**config.mk**
```make
export PLATFORM = sky130hd
export DESIGN_NAME = branchRedirect
export DESIGN_NICKNAME = d
export VERILOG_FILES = /design/src/design/branchPkg.sv /design/src/design/branchRedirect.sv /design/src/design/branchResolver.sv /design/src/design/branchSelector.sv /design/src/design/flushTracker.sv
export SDC_FILE = /design/constraint.sdc
export NUM_CORES = 1
export LEC_CHECK = 0
export ABC_AREA = 1
export BUFFER_PORTS_ARGS = -buffer_cell sky130_fd_sc_hd__buf_2
export CORE_AREA = 5 5 209 211
export DETAILED_ROUTE_END_ITERATION = 10
export DIE_AREA = 0 0 214 216
export SLEW_MARGIN = 20
export SYNTH_ARGS = -nofsm -noshare
export SYNTH_HDL_FRONTEND = slang
export SYNTH_HIERARCHICAL = 1
export SYNTH_SLANG_ARGS = --single-unit
```
**constraint.sdc**
```tcl
create_clock -name clk -period 6.4 [get_ports clk]
set_input_delay 0.96 -clock clk [delete_from_list [all_inputs] [get_ports clk]]
set_output_delay 0.96 -clock clk [all_outputs]
set_load 0.005 [all_outputs]
```
**src/design/branchPkg.sv**
```systemverilog
package branchPkg;

    // Sequence number of an in-flight operation, wraps around
    // Age between two values follows the signed difference of the pair
    typedef logic [5:0] SqN;

    // Instruction address
    typedef logic [31:0] Pc;

    // Tag of the fetch bundle an operation came from
    typedef logic [2:0] FetchId;

    // Slot in the branch predictor tables
    typedef logic [3:0] BranchId;

    // Free running event counter
    typedef logic [31:0] PerfCount;

    // Execution ports that can resolve control flow in one cycle
    localparam int DEFAULT_NUM_BRANCHES = 4;

    // Ports below this index are branch units with prediction data
    // The ports above it only raise flush requests
    localparam int DEFAULT_NUM_PRED_PORTS = 2;

endpackage

```
**src/design/branchRedirect.sv**
```systemverilog
`timescale 1ns/1ps

module branchRedirect #(
    parameter int numBranches  = branchPkg::DEFAULT_NUM_BRANCHES,
    parameter int numPredPorts = branchPkg::DEFAULT_NUM_PRED_PORTS
) (
    input  logic                                  clk,
    input  logic                                  rst,

    // Resolved operations, one slice per execution port
    input  logic [numBranches-1:0]                opValid,
    input  branchPkg::SqN [numBranches-1:0]       opSqN,
    input  branchPkg::Pc [numBranches-1:0]        opPc,
    input  branchPkg::FetchId [numBranches-1:0]   opFetchId,
    input  branchPkg::BranchId [numBranches-1:0]  opBranchId,
    input  logic [numBranches-1:0]                opPredTaken,
    input  logic [numBranches-1:0]                opActualTaken,
    input  branchPkg::Pc [numBranches-1:0]        opPredTarget,
    input  branchPkg::Pc [numBranches-1:0]        opActualTarget,
    input  logic [numBranches-1:0]                opIndirect,
    input  logic [numBranches-1:0]                opFlushReq,

    input  branchPkg::SqN                         robCurSqN,
    input  branchPkg::SqN                         renameNextSqN,

    // Redirect toward fetch
    output logic                                  redirValid,
    output branchPkg::SqN                         redirSqN,
    output branchPkg::Pc                          redirDstPc,
    output branchPkg::FetchId                     redirFetchId,
    output branchPkg::BranchId                    redirBranchId,
    output logic                                  redirBranchTaken,
    output logic                                  redirPredicted,
    output logic                                  redirIndirect,

    output logic                                  flushActive,
    output branchPkg::PerfCount                   indirectCount
);

    import branchPkg::*;

    logic [numBranches-1:0]    candValid;
    SqN [numBranches-1:0]      candSqN;
    Pc [numBranches-1:0]       candDstPc;
    FetchId [numBranches-1:0]  candFetchId;
    BranchId [numBranches-1:0] candBranchId;
    logic [numBranches-1:0]    candBranchTaken;
    logic [numBranches-1:0]    candPredicted;
    logic [numBranches-1:0]    candIndirect;
    SqN                        flushSqN;

    for (genvar k = 0; k < numBranches; k++) begin : genResolver
        // Low ports are branch units, the rest raise flushes
        branchResolver #(
            .isPredPort (k < numPredPorts)
        ) branchResolver_inst (
            .clk             (clk),
            .rst             (rst),
            .opValid         (opValid[k]),
            .opSqN           (opSqN[k]),
            .opPc            (opPc[k]),
            .opFetchId       (opFetchId[k]),
            .opBranchId      (opBranchId[k]),
            .opPredTaken     (opPredTaken[k]),
            .opActualTaken   (opActualTaken[k]),
            .opPredTarget    (opPredTarget[k]),
            .opActualTarget  (opActualTarget[k]),
            .opIndirect      (opIndirect[k]),
            .opFlushReq      (opFlushReq[k]),
            .candValid       (candValid[k]),
            .candSqN         (candSqN[k]),
            .candDstPc       (candDstPc[k]),
            .candFetchId     (candFetchId[k]),
            .candBranchId    (candBranchId[k]),
            .candBranchTaken (candBranchTaken[k]),
            .candPredicted   (candPredicted[k]),
            .candIndirect    (candIndirect[k])
        );
    end

    branchSelector #(
        .numBranches  (numBranches),
        .numPredPorts (numPredPorts)
    ) branchSelector_inst (
        .clk              (clk),
        .rst              (rst),
        .candValid        (candValid),
        .candSqN          (candSqN),
        .candDstPc        (candDstPc),
        .candFetchId      (candFetchId),
        .candBranchId     (candBranchId),
        .candBranchTaken  (candBranchTaken),
        .candPredicted    (candPredicted),
        .candIndirect     (candIndirect),
        .flushActive      (flushActive),
        .flushSqN         (flushSqN),
        .redirValid       (redirValid),
        .redirSqN         (redirSqN),
        .redirDstPc       (redirDstPc),
        .redirFetchId     (redirFetchId),
        .redirBranchId    (redirBranchId),
        .redirBranchTaken (redirBranchTaken),
        .redirPredicted   (redirPredicted),
        .redirIndirect    (redirIndirect),
        .indirectCount    (indirectCount)
    );

    // Flush window follows the registered redirect
    flushTracker flushTracker_inst (
        .clk           (clk),
        .rst           (rst),
        .redirValid    (redirValid),
        .redirSqN      (redirSqN),
        .robCurSqN     (robCurSqN),
        .renameNextSqN (renameNextSqN),
        .flushActive   (flushActive),
        .flushSqN      (flushSqN)
    );

endmodule

```
**src/design/branchResolver.sv**
```systemverilog
`timescale 1ns/1ps

module branchResolver #(
    parameter bit isPredPort = 1'b1
) (
    input  logic              clk,
    input  logic              rst,

    // Operation leaving the execution port
    input  logic              opValid,
    input  branchPkg::SqN     opSqN,
    input  branchPkg::Pc      opPc,
    input  branchPkg::FetchId opFetchId,
    input  branchPkg::BranchId opBranchId,
    input  logic              opPredTaken,
    input  logic              opActualTaken,
    input  branchPkg::Pc      opPredTarget,
    input  branchPkg::Pc      opActualTarget,
    input  logic              opIndirect,
    input  logic              opFlushReq,

    // Registered redirect candidate
    output logic              candValid,
    output branchPkg::SqN     candSqN,
    output branchPkg::Pc      candDstPc,
    output branchPkg::FetchId candFetchId,
    output branchPkg::BranchId candBranchId,
    output logic              candBranchTaken,
    output logic              candPredicted,
    output logic              candIndirect
);

    import branchPkg::*;

    logic needRedirect;
    logic dirMiss;
    logic tgtMiss;
    Pc    fallThrough;
    Pc    dstPc;

    assign dirMiss     = opPredTaken != opActualTaken;              // Direction disagrees
    assign tgtMiss     = opActualTaken && (opActualTarget != opPredTarget);
    assign fallThrough = opPc + Pc'(4);

    // Decide if fetch went the wrong way and where it has to restart
    always_comb begin
        if (isPredPort) begin
            needRedirect = opValid && (dirMiss || tgtMiss);
            dstPc        = opActualTaken ? opActualTarget : fallThrough;
        end else begin
            // Flush ports restart at the address they were given
            needRedirect = opValid && opFlushReq;
            dstPc        = opActualTarget;
        end
    end

    always_ff @(posedge clk) begin
        if (rst) begin
            candValid <= 1'b0;
        end else begin
            candValid <= needRedirect;
        end
    end

    // Candidate payload, only meaningful while candValid is set
    always_ff @(posedge clk) begin
        candSqN     <= opSqN;
        candDstPc   <= dstPc;
        candFetchId <= opFetchId;
        if (isPredPort) begin
            candBranchId    <= opBranchId;
            candBranchTaken <= opActualTaken;
            candPredicted   <= 1'b1;              // Branch unit always has predictor state
            candIndirect    <= opIndirect;
        end else begin
            // No predictor entry behind a flush request
            candBranchId    <= '0;
            candBranchTaken <= 1'b0;
            candPredicted   <= 1'b0;
            candIndirect    <= 1'b0;
        end
    end

endmodule

```
**src/design/branchSelector.sv**
```systemverilog
`timescale 1ns/1ps

module branchSelector #(
    parameter int numBranches  = branchPkg::DEFAULT_NUM_BRANCHES,
    parameter int numPredPorts = branchPkg::DEFAULT_NUM_PRED_PORTS
) (
    input  logic                                  clk,
    input  logic                                  rst,

    // One candidate per execution port
    input  logic [numBranches-1:0]                candValid,
    input  branchPkg::SqN [numBranches-1:0]       candSqN,
    input  branchPkg::Pc [numBranches-1:0]        candDstPc,
    input  branchPkg::FetchId [numBranches-1:0]   candFetchId,
    input  branchPkg::BranchId [numBranches-1:0]  candBranchId,
    input  logic [numBranches-1:0]                candBranchTaken,
    input  logic [numBranches-1:0]                candPredicted,
    input  logic [numBranches-1:0]                candIndirect,

    // Flush window from the tracker
    input  logic                                  flushActive,
    input  branchPkg::SqN                         flushSqN,

    // Redirect toward fetch
    output logic                                  redirValid,
    output branchPkg::SqN                         redirSqN,
    output branchPkg::Pc                          redirDstPc,
    output branchPkg::FetchId                     redirFetchId,
    output branchPkg::BranchId                    redirBranchId,
    output logic                                  redirBranchTaken,
    output logic                                  redirPredicted,
    output logic                                  redirIndirect,

    output branchPkg::PerfCount                   indirectCount
);

    import branchPkg::*;

    // True when a was issued before b, even across the wrap
    function automatic logic isOlder(input SqN a, input SqN b);
        SqN diff;
        diff = a - b;
        return diff[$bits(SqN)-1];
    endfunction

    logic    selValid;
    SqN      selSqN;
    Pc       selDstPc;
    FetchId  selFetchId;
    BranchId selBranchId;
    logic    selBranchTaken;
    logic    selPredicted;
    logic    selIndirect;

    // Keep the oldest candidate that passes the flush filter
    always_comb begin
        selValid       = 1'b0;
        selSqN         = '0;
        selDstPc       = '0;
        selFetchId     = '0;
        selBranchId    = '0;
        selBranchTaken = 1'b0;
        selPredicted   = 1'b0;
        selIndirect    = 1'b0;
        for (int i = 0; i < numBranches; i++) begin
            if (candValid[i] &&
                (!selValid || isOlder(candSqN[i], selSqN)) &&
                (!flushActive || isOlder(candSqN[i], flushSqN))) begin
                selValid   = 1'b1;
                selSqN     = candSqN[i];
                selDstPc   = candDstPc[i];
                selFetchId = candFetchId[i];
                if (i < numPredPorts) begin
                    selBranchId    = candBranchId[i];
                    selBranchTaken = candBranchTaken[i];
                    selPredicted   = candPredicted[i];
                    selIndirect    = candIndirect[i];
                end else begin
                    // A flush port may replace an earlier branch winner
                    selBranchId    = '0;
                    selBranchTaken = 1'b0;
                    selPredicted   = 1'b0;
                    selIndirect    = 1'b0;
                end
            end
        end
    end

    always_ff @(posedge clk) begin
        if (rst) begin
            redirValid    <= 1'b0;
            indirectCount <= '0;
        end else begin
            redirValid <= selValid;                                   // One pulse per winner
            if (selValid && selIndirect) begin
                indirectCount <= indirectCount + PerfCount'(1);
            end
        end
    end

    always_ff @(posedge clk) begin
        redirSqN         <= selSqN;
        redirDstPc       <= selDstPc;
        redirFetchId     <= selFetchId;
        redirBranchId    <= selBranchId;
        redirBranchTaken <= selBranchTaken;
        redirPredicted   <= selPredicted;
        redirIndirect    <= selIndirect;
    end

endmodule

```
**src/design/flushTracker.sv**
```systemverilog
`timescale 1ns/1ps

module flushTracker (
    input  logic          clk,
    input  logic          rst,

    // Redirect leaving the selector
    input  logic          redirValid,
    input  branchPkg::SqN redirSqN,

    // Pipeline drain status
    input  branchPkg::SqN robCurSqN,
    input  branchPkg::SqN renameNextSqN,

    output logic          flushActive,
    output branchPkg::SqN flushSqN
);

    typedef enum logic {
        Idle,
        Flushing
    } flushState_t;

    flushState_t state;
    flushState_t nextState;
    logic        drained;

    // ROB head caught up with rename, nothing younger is left in flight
    assign drained = robCurSqN == renameNextSqN;

    always_comb begin
        nextState = state;
        case (state)
            Idle: begin
                if (redirValid) nextState = Flushing;
            end
            Flushing: begin
                // A fresh redirect restarts the window
                if (!redirValid && drained) nextState = Idle;
            end
            default: nextState = Idle;
        endcase
    end

    always_ff @(posedge clk) begin
        if (rst) begin
            state    <= Idle;
            flushSqN <= '0;
        end else begin
            state <= nextState;
            if (redirValid) begin
                flushSqN <= redirSqN;             // Only older ops may redirect now
            end
        end
    end

    assign flushActive = state == Flushing;

endmodule

```
==> key figures, run 1 <==
Synth
  • Synthesized area: 13200 um^2
  • Post-Syn Nets: 2356
  • Synth Warn #: 6
  • Mapped Cells: 1856
  • Syn avg cell area: 7.09 um^2

Place
  • PortBufs: 407
  • Dpl ws: -0.0287 ns
  • DP HPWL: around 42000 um
  • GP Congestion: around 0.93

Route
  • DRT Wirelength: approximately 52000 um
  • 1st-pass router iterations: 5
  • Detailed-route via count: between 10000 and 15000
  • DRC Markers: 0
  • DR WL/cell: 18.3 um
  • Iteration-0 DRC Markers: between 800 and 900
  • Vias/cell: 4.69
  • Post-route ant nets: 0

Critical path
  • Critical Path Most Common Cell: nand2_1
  • Crit end category: register
  • CP Launch Type: register
  • Worst Setup Path Type: register to register
  • CP max FO: 9
  • Required time worst endpoint: 6.87 ns
  • Critical path's largest stage delay: 0.32 ns
  • Crit path DAT: around 6.5 ns
  • Slowest-stage cell, CP: dfxtp_1

Floorplanning
  • Die H: 216 um
  • CORE AREA: 41600 um^2
  • Die footprint: 46200 um^2
  • # IOs: 552
  • Initial Utilization: 31.7%
  • FP Rows: 75
  • Die X: 214 um

Clock network
  • TritonCTS buffer count: 30
  • CTS Sinks: 268
  • # hold bufs at CTS: 0
  • CTS Root Cell: clkbuf_16
  • Worst skew pair latency: 0.56 ns
  • H-Tree Depth: 1
  • CTS tree: yes
  • Clock tree buffer depth: 3
  • Clock slew seen by the registers of the worst setup and hold paths: 0.06 ns

Power
  • Worst VDD drop: 210 uV
  • Static leakage: ~0.0084 uW
  • Pwr dens: roughly 260 nW/um^2

Final layout
  • Fraction of layout cells with a size suffix above 1: 25.7%
  • Most frequent cells in the layout: nand2_1, buf_2, dfxtp_1
  • Commonest non-fill, non-tap cell in the layout: nand2_1
  • Fill cells: 4375
  • Layout overhead on the synthesized area: 29.5%
  • Nets: 2775

STA
  • Slew of the pin with the lowest slew margin: ~1.1 ns
  • Period utilization: 94.1%
  • Slew HR: 28.3%
  • Max-slew violation count: 0
  • Worst hold slack: 0.466 ns
  • Min Tclk post-route: 6.02 ns
  • Final setup margin: 0.380 ns
  • Fmax: 166 MHz
  • Final count of hold timing violations: 0
  • Worst Clk Skew: 0.0212 ns
  • Endpoints failing setup: 0

Global routing
  • First-pass GRT wire length: between 70000 and 80000 um
  • GR Util All Layers: 21.0%
  • Initial antenna violation count: 7
  • Vias in the first global route: 13200
  • Grt ovf: 0
  • Pin count of the biggest net entering global routing: 44

Hold path
  • Hold Crit Class: register to register

Job
  • Max cap viols: 0

Status
  • Status: complete, no violations
power breakdown:
group | internal, uW | leakage (uW) | switching, uW
logic | 284 | 0.00561 | 413
registers | 1800 | 0.00224 | 62.8
clock network | 1140 | 0.000518 | 708
total | 3220 | 0.00837 | 1180
repair_timing:
item                                    in CTS  in global routing
setup buffers                                0                 11
gates cloned                                 0                  5
pin swaps                                    0                 11
endpoints found under the setup margin       3                 79
gates resized for setup                      2                 23
worst max-delay path, delay by kind of cell (launching register included):
kind,cells,cell delay [ns]
compound gates,9,1.58
flops,1,0.32
simple gates,22,2.12
fa+ha+maj,4,1.19
buf+inv,6,0.70
state kept, by name, indices dropped and copies added, names as in the netlist, 2 cells and up:
name / flops
branchSelector_inst/indirectCount: 32
branchSelector_inst/redirBranchId: 4
branchSelector_inst/redirDstPc: 32
branchSelector_inst/redirFetchId: 3
branchSelector_inst/redirSqN: 6
flushTracker_inst/flushSqN: 6
genResolver.branchResolver_inst/candBranchId: 8
genResolver.branchResolver_inst/candBranchTaken: 2
genResolver.branchResolver_inst/candDstPc: 128
genResolver.branchResolver_inst/candFetchId: 12
genResolver.branchResolver_inst/candIndirect: 2
genResolver.branchResolver_inst/candSqN: 24
genResolver.branchResolver_inst/candValid: 4
worst paths after layout:
check | start | endpoint | slack (ns) | depth (start not counted)
max reg2reg | flushTracker_inst/flushSqN[4] | branchSelector_inst/indirectCount[21] | 0.38 | 41
min reg2reg | flushTracker_inst/flushSqN[4] | flushTracker_inst/flushSqN[4] | 0.47 | 2
max | flushTracker_inst/flushSqN[4] | branchSelector_inst/indirectCount[21] | 0.38 | 41
min | flushTracker_inst/flushSqN[4] | flushTracker_inst/flushSqN[4] | 0.47 | 2
metrics by stage:
| step | area, um^2 | cells | TNS, ns | power [uW] | utilization, % |
|---|---|---|---|---|---|
| after floorplan | 13200 | 1856 | 0 | 2220 | - |
| after global placement | 15700 | 2766 | -0.0325 | 2560 | 37.7 |
| after detailed placement | 15700 | 2766 | -0.0727 | 2570 | 37.7 |
| after CTS | 16800 | 2822 | 0 | 4440 | 40.4 |
| after global routing | 17000 | 2840 | -0.162 | 4610 | 41.0 |
| final | 17000 | 2841 | 0 | 4400 | 41.0 |
area by class of cell:
class                      count  area (um^2)  area share (%)
clock inverter                18          269            1.58
clock buffer                  38          811            4.76
timing repair buffer         444         2430            14.3
sequential                   268         5370            31.5
antenna                        3         7.51          0.0440
multi-input combinational   1348         6810            39.9
tap                          539          674            3.96
inverter                     183          687            4.03
routing by layer:
| metal | up-vias | GRT usage [%] | share of wire, % |
|---|---|---|---|
| li1 | 6720 | - | - |
| met1 | 6048 | 26.8 | 43 |
| met2 | 481 | 36.2 | 47 |
| met3 | 75 | 4.65 | 7.0 |
| met4 | 4 | 5.60 | 2.5 |
| met5 | - | 0 | 0.044 |
Power figures use the tool's default switching activity.
==> inputs of run 2 (changes only) <==
Settings changed: CAP_MARGIN set to 20, SETUP_SLACK_MARGIN set to 0.3.
Clock period 6.4 ns to 6.9 ns, I/O delays scaled along.
==> run 2 against run 1 <==
Compared with the run above:
- final cell count down 0.49%
- combinational power down 7.0%
- worst setup slack better by 0.35 ns
- wire length up 1.3%
- hold slack worse by 0.0021 ns
- die area unchanged
- first-iteration DRC count down 11%
- critical endpoint is now branchSelector_inst/redirDstPc[2]
==> key figures, run 2 (same netlist as run 1, synthesis figures left out) <==
Critical path
  • Slowest-stage cell, CP: a31oi_1
  • Worst path buffer plus inverter count: 6 (unchanged)
  • Critical path's largest stage delay: 0.50 ns (+0.18 ns)
  • Worst Setup Path Type: register to register
  • Required time worst endpoint: 7.30 ns (+0.43 ns)
  • CP max FO: 11 (+2)
  • CP Launch Type: register
  • Top delay family on crit path: simple AND/OR/NAND/NOR gates
  • Crit end category: register
  • Crit path DAT: 6.57 ns (+0.08 ns)
  • Critical Path Most Common Cell: nand2_1

Global routing
  • Pin count of the biggest net entering global routing: 55 (+25%)
  • GR Util All Layers: 21.1% (+0.023 points)
  • Initial antenna violation count: 8 (+1)
  • Grt ovf: 0 (unchanged)
  • Vias in the first global route: 13000 (-2.0%)
  • First-pass GRT wire length: 75700 um (-0.60%)

STA
  • Max-slew violation count: 0 (unchanged)
  • Min Tclk post-route: 6.17 ns (+0.148 ns)
  • RSZ-0062 raised after global routing: true
  • Slew HR: 37.5% (+9.2 points)
  • Fmax: 162 MHz (-2.4%)
  • Setup TNS: 0 ns (unchanged)
  • Worst Clk Skew: 0.0280 ns (+0.00684 ns)
  • Slew of the pin with the lowest slew margin: 0.935 ns (-0.139 ns)
  • Final count of hold timing violations: 0 (unchanged)
  • Period utilization: 89.4% (-4.7 points)
  • Worst hold slack: 0.464 ns (-0.00209 ns)
  • Endpoints failing setup: 0 (unchanged)

Clock network
  • # hold bufs at CTS: 0 (unchanged)
  • Clock slew seen by the registers of the worst setup and hold paths: 0.07 ns (about the same)
  • Worst skew pair latency: 0.57 ns (about the same)
  • CTS tree: yes
  • CTS Sinks: 268 (unchanged)
  • Clock tree buffer depth: 3 (unchanged)
  • TritonCTS buffer count: 29 (-3.3%)
  • CTS Root Cell: clkbuf_16
  • H-Tree Depth: 1 (unchanged)

Route
  • Detailed-route via count: 13200 (-1.2%)
  • DR WL/cell: 18.6 um (+1.8%)
  • 1st-pass router iterations: 7 (+2)
  • Iteration-0 DRC Markers: 730 (-11%)
  • DRC Markers: 0 (unchanged)
  • Post-route ant nets: 0 (unchanged)
  • DRT Wirelength: 52600 um (+1.3%)
  • Vias/cell: 4.66 (-0.70%)

Final layout
  • Fill cells: 4395 (+0.46%)
  • Fraction of layout cells with a size suffix above 1: 25.3% (-0.40 points)
  • Nets: 2761 (-0.50%)
  • Largest reg by FF count: genResolver.branchResolver_inst/candDstPc
  • Most frequent cells in the layout: nand2_1, buf_2, dfxtp_1
  • Finished Layout Cells: 2827 (-0.49%)
  • Commonest non-fill, non-tap cell in the layout: nand2_1
  • Util after Layout: 40.9% (-0.12 points)
  • Max FFs per register: 128 (unchanged)
  • Layout overhead on the synthesized area: 29.1%
  • Top Registers: genResolver.branchResolver_inst/candDstPc (128), branchSelector_inst/indirectCount (32), branchSelector_inst/redirDstPc (32)

Floorplanning
  • FP Rows: 75 (unchanged)
  • Initial Utilization: 31.7% (unchanged)
  • CORE AREA: 41600 um^2 (unchanged)
  • # IOs: 552 (unchanged)
  • Die X: 214 um (unchanged)
  • Die H: 216 um (unchanged)
  • Die footprint: 46200 um^2 (unchanged)

Place
  • DP HPWL: 41800 um (-1.3%)
  • PortBufs: 407 (unchanged)
  • Cells after DPL: 2755 (-0.40%)
  • GP Congestion: 0.925 (-0.31%)

Power
  • Worst VDD drop: 176 uV (-16%)
  • Static leakage: 0.00832 uW (-0.62%)
  • Power Total: 4180 uW (-5.2%)
  • Pwr dens: 246 nW/um^2 (-4.9%)

Hold path
  • Hold Crit Class: register to register

Status
  • Status: complete, no violations

Job
  • Max cap viols: 0 (unchanged)
-- run 2: per-layer routing --
metal  routed length, um  vias to the layer above  track usage (%)
met4                1520                        8             6.42
met1               22500                     5895             27.4
met5                  58                        -                0
met3                4220                       75             4.55
li1                    -                     6694                -
met2               24200                      498             35.3
-- run 2: metrics by stage --
| step | area (um^2) | setup slack (ns) |
|---|---|---|
| after CTS | 16700 | 0.352 |
| final | 17000 | 0.732 |
| after global routing | 17000 | 0.254 |
| after detailed placement | 15600 | 0.223 |
| after global placement | 15600 | 0.279 |
| after floorplan | 13200 | 1.16 |
-- run 2: report_power, final --
| group | switching [uW] | internal (uW) |
|---|---|---|
| clock network | 669 | 1140 |
| logic | 391 | 257 |
| registers | 52.7 | 1660 |
-- run 2: worst register-to-register path, delay by kind of cell, from the launching register on --
family	cells	cell delay [ns]
buffers and inverters	6	0.62
DFF	1	0.33
AOI/OAI and AO/OA	7	1.51
adders and majority gates	4	1.21
and+or+nand+nor	23	2.30
-- run 2: area by class of cell --
cell class                 count  area (um^2)  share of cell area, %
sequential                   268         5370                   31.6
timing repair buffer         429         2290                   13.5
multi-input combinational   1350         6840                   40.2
clock buffer                  33          771                   4.53
inverter                     183          691                   4.06
clock inverter                21          359                   2.11
antenna                        4         10.0                 0.0589
tap                          539          674                   3.97
-- run 2: final timing paths --
path	from	endpoint	slack (ns)	cells past startpoint
max	flushTracker_inst/flushSqN[3]	branchSelector_inst/redirDstPc[2]	0.73	40
max reg2reg	flushTracker_inst/flushSqN[3]	branchSelector_inst/redirDstPc[2]	0.73	40
min reg2reg	genResolver[0].branchResolver_inst/candBranchTaken	branchSelector_inst/redirBranchTaken	0.46	2
min	genResolver[0].branchResolver_inst/candBranchTaken	branchSelector_inst/redirBranchTaken	0.46	2
-- run 2: what timing repair did --
item | 4_1_cts | 5_1_grt
endpoints found under the setup margin | 56 | 80
pin swaps | 0 | 3
cloned | 0 | 7
gates resized for setup | 4 | 18
setup buffers | 0 | 5
==> inputs of run 3 (changes only) <==
Settings changed: BUFFER_PORTS_ARGS -buffer_cell sky130_fd_sc_hd__buf_2 to -buffer_cell sky130_fd_sc_hd__clkbuf_2.
==> run 3 against run 2 <==
Compared with the run above:
- combinational power increased by 1%
- sequential share of layout area increased by 0.15 points
- final cell count unchanged
- wire length decreased by 0.18%
- final area decreased by 0.48%
- utilization decreased by 0.20 points
- via count increased by 0.28%
- worst setup slack improved by 0.15 ns
- global-route usage decreased by 0.10 points
- critical path depth unchanged
- non-clock buffer count increased by 1
- largest power group is now sequential cells
==> key figures, run 3 (same netlist as run 1, synthesis figures left out) <==
Critical path
  • Critical path's largest stage delay: 0.43 ns (-0.07 ns)
  • CP max FO: 9 (-2)
  • Crit path DAT: 6.41 ns (-0.16 ns)
  • R2r startpoint: flushTracker_inst/flushSqN[4]
  • CP Launch Type: register
  • R2R Setup Slk: 0.88 ns (+0.15 ns)
  • Crit path to: branchSelector_inst/redirDstPc[4]
  • Crit end category: register
  • Critical Path Most Common Cell: nand2_1
  • FF-to-FF path depth: 40 (unchanged)
  • Required time worst endpoint: 7.29 ns (about the same)
  • Worst R2R End: branchSelector_inst/redirDstPc[4]
  • Worst Setup Path Type: register to register
  • Slowest-stage cell, CP: a31oi_1
  • Setup crit start: flushTracker_inst/flushSqN[4]

Clock network
  • Clock slew seen by the registers of the worst setup and hold paths: 0.06 ns (about the same)
  • TritonCTS buffer count: 29 (unchanged)
  • H-Tree Depth: 1 (unchanged)
  • CTS Root Cell: clkbuf_16
  • Worst skew pair latency: 0.56 ns (about the same)
  • # hold bufs at CTS: 0 (unchanged)
  • Clock tree buffer depth: 3 (unchanged)
  • CTS Sinks: 268 (unchanged)
  • CTS tree: yes

Global routing
  • Initial antenna violation count: 8 (unchanged)
  • Grt ovf: 0 (unchanged)
  • GR Util All Layers: 21.0% (-0.10 points)
  • Vias in the first global route: 13000 (+0.40%)
  • First-pass GRT wire length: 75400 um (-0.36%)
  • Pin count of the biggest net entering global routing: 55 (unchanged)

Power
  • Power Total: 3930 uW (-6.0%)
  • Pwr dens: 232 nW/um^2 (-5.5%)
  • Static leakage: 0.00828 uW (-0.45%)
  • Worst VDD drop: 146 uV (-17%)

STA
  • Slew HR: 18.5% (-19 points)
  • Setup TNS: 0 ns (unchanged)
  • Slew of the pin with the lowest slew margin: 1.22 ns (+0.285 ns)
  • Endpoints failing setup: 0 (unchanged)
  • Fmax: 166 MHz (+2.5%)
  • Min Tclk post-route: 6.02 ns (-0.148 ns)
  • Max-slew violation count: 0 (unchanged)
  • Period utilization: 87.2% (-2.2 points)
  • Final count of hold timing violations: 0 (unchanged)
  • RSZ-0062 raised after global routing: false
  • Final setup margin: 0.881 ns (+0.148 ns)
  • Worst Clk Skew: 0.0204 ns (-0.00758 ns)

Final layout
  • Sequential cell area: 5370 um^2 (unchanged)
  • Nets: 2764 (+0.11%)
  • Fraction of layout cells with a size suffix above 1: 25.4% (+0.16 points)
  • Fill cells: 4369 (-0.59%)
  • Top Registers: genResolver.branchResolver_inst/candDstPc (128), branchSelector_inst/indirectCount (32), branchSelector_inst/redirDstPc (32)
  • Max FFs per register: 128 (unchanged)
  • Util after Layout: 40.7% (-0.20 points)
  • Layout overhead on the synthesized area: 28.5%
  • Largest reg by FF count: genResolver.branchResolver_inst/candDstPc
  • Most frequent cells in the layout: nand2_1, clkbuf_2, dfxtp_1
  • Commonest non-fill, non-tap cell in the layout: nand2_1
  • Multi-input logic area: 6900 um^2 (+1.0%)

Hold path
  • Cell count of the worst hold path: 2 (unchanged)
  • Hold Crit Class: register to register

Floorplanning
  • Die X: 214 um (unchanged)
  • Die H: 216 um (unchanged)
  • FP Rows: 75 (unchanged)
  • CORE AREA: 41600 um^2 (unchanged)
  • Initial Utilization: 31.7% (unchanged)
  • # IOs: 552 (unchanged)
  • Die footprint: 46200 um^2 (unchanged)

Route
  • DRT Wirelength: 52500 um (-0.18%)
  • DRC Markers: 0 (unchanged)
  • Detailed-route via count: 13200 (+0.28%)
  • Post-route ant nets: 0 (unchanged)
  • 1st-pass router iterations: 5 (-2)
  • Vias/cell: 4.67 (+0.28%)
  • DR WL/cell: 18.6 um (-0.18%)
  • Iteration-0 DRC Markers: 685 (-6.2%)

Status
  • Status: complete, no violations

Place
  • PortBufs: 407 (unchanged)
  • DP HPWL: 41900 um (+0.35%)
  • Dpl ws: 0.190 ns (-0.0327 ns)
  • GP Congestion: 0.922 (-0.35%)

Job
  • Max cap viols: 0 (unchanged)
==> run 3: repair_timing <==
action | in CTS | in global routing
setup endpoints to repair | 39 | 80
resized for setup | 3 | 28
buffers inserted | 0 | 7
pin swaps | 0 | 4
hold endpoints to repair | 0 | 0
cloned | 0 | 10
==> run 3: worst max-delay path: cells and delay by family, from the launching register on <==
kind,cells,cell delay (ns)
and+or+nand+nor,23,2.21
buffers and inverters,6,0.58
AOI/OAI and AO/OA,7,1.47
adders and majority gates,4,1.21
DFF,1,0.34
==> run 3: area by class of cell <==
type                       count  area share, %
clock buffer                  40           4.89
clock inverter                12          0.791
multi-input combinational   1352           40.8
inverter                     183           4.11
sequential                   268           31.7
timing repair buffer         430           13.6
tap                          539           3.99
antenna                        3         0.0444
==> run 3: layer usage <==
layer	share of wire [%]	up-vias	global-route usage (%)
met1	42	5889	26.8
met2	46	520	35.5
met3	8.1	82	5.04
met5	0.050	-	0
li1	-	6712	-
met4	3.1	4	5.73
==> run 3: worst min path at each step <==
stage	start	endpoint
4_1_cts	branchSelector_inst/redirSqN[0]	flushTracker_inst/flushSqN[0]
3_5_place_dp	flushTracker_inst/flushSqN[2]	flushTracker_inst/flushSqN[2]
6_report	branchSelector_inst/redirSqN[0]	flushTracker_inst/flushSqN[0]
5_1_grt	flushTracker_inst/flushSqN[2]	flushTracker_inst/flushSqN[2]
3_3_place_gp	branchSelector_inst/redirSqN[0]	flushTracker_inst/flushSqN[0]
2_1_floorplan	flushTracker_inst/flushSqN[1]	flushTracker_inst/flushSqN[1]
==> run 3: stage by stage <==
step	hold slack (ns)	instances	area [um^2]
floorplan	0.435	1856	13200
global placement	0.449	2754	15600
detailed placement	0.456	2754	15600
CTS	0.464	2806	16600
global route	0.474	2825	16900
finish	0.462	2827	16900
==> run 3: power breakdown <==
| part | internal, uW | switching [uW] | leakage [uW] | total (uW) |
|---|---|---|---|---|
| Combinational | 261 | 395 | 0.00557 | 656 |
| Sequential | 1660 | 53.4 | 0.00224 | 1720 |
| Clock | 913 | 639 | 0.000468 | 1550 |
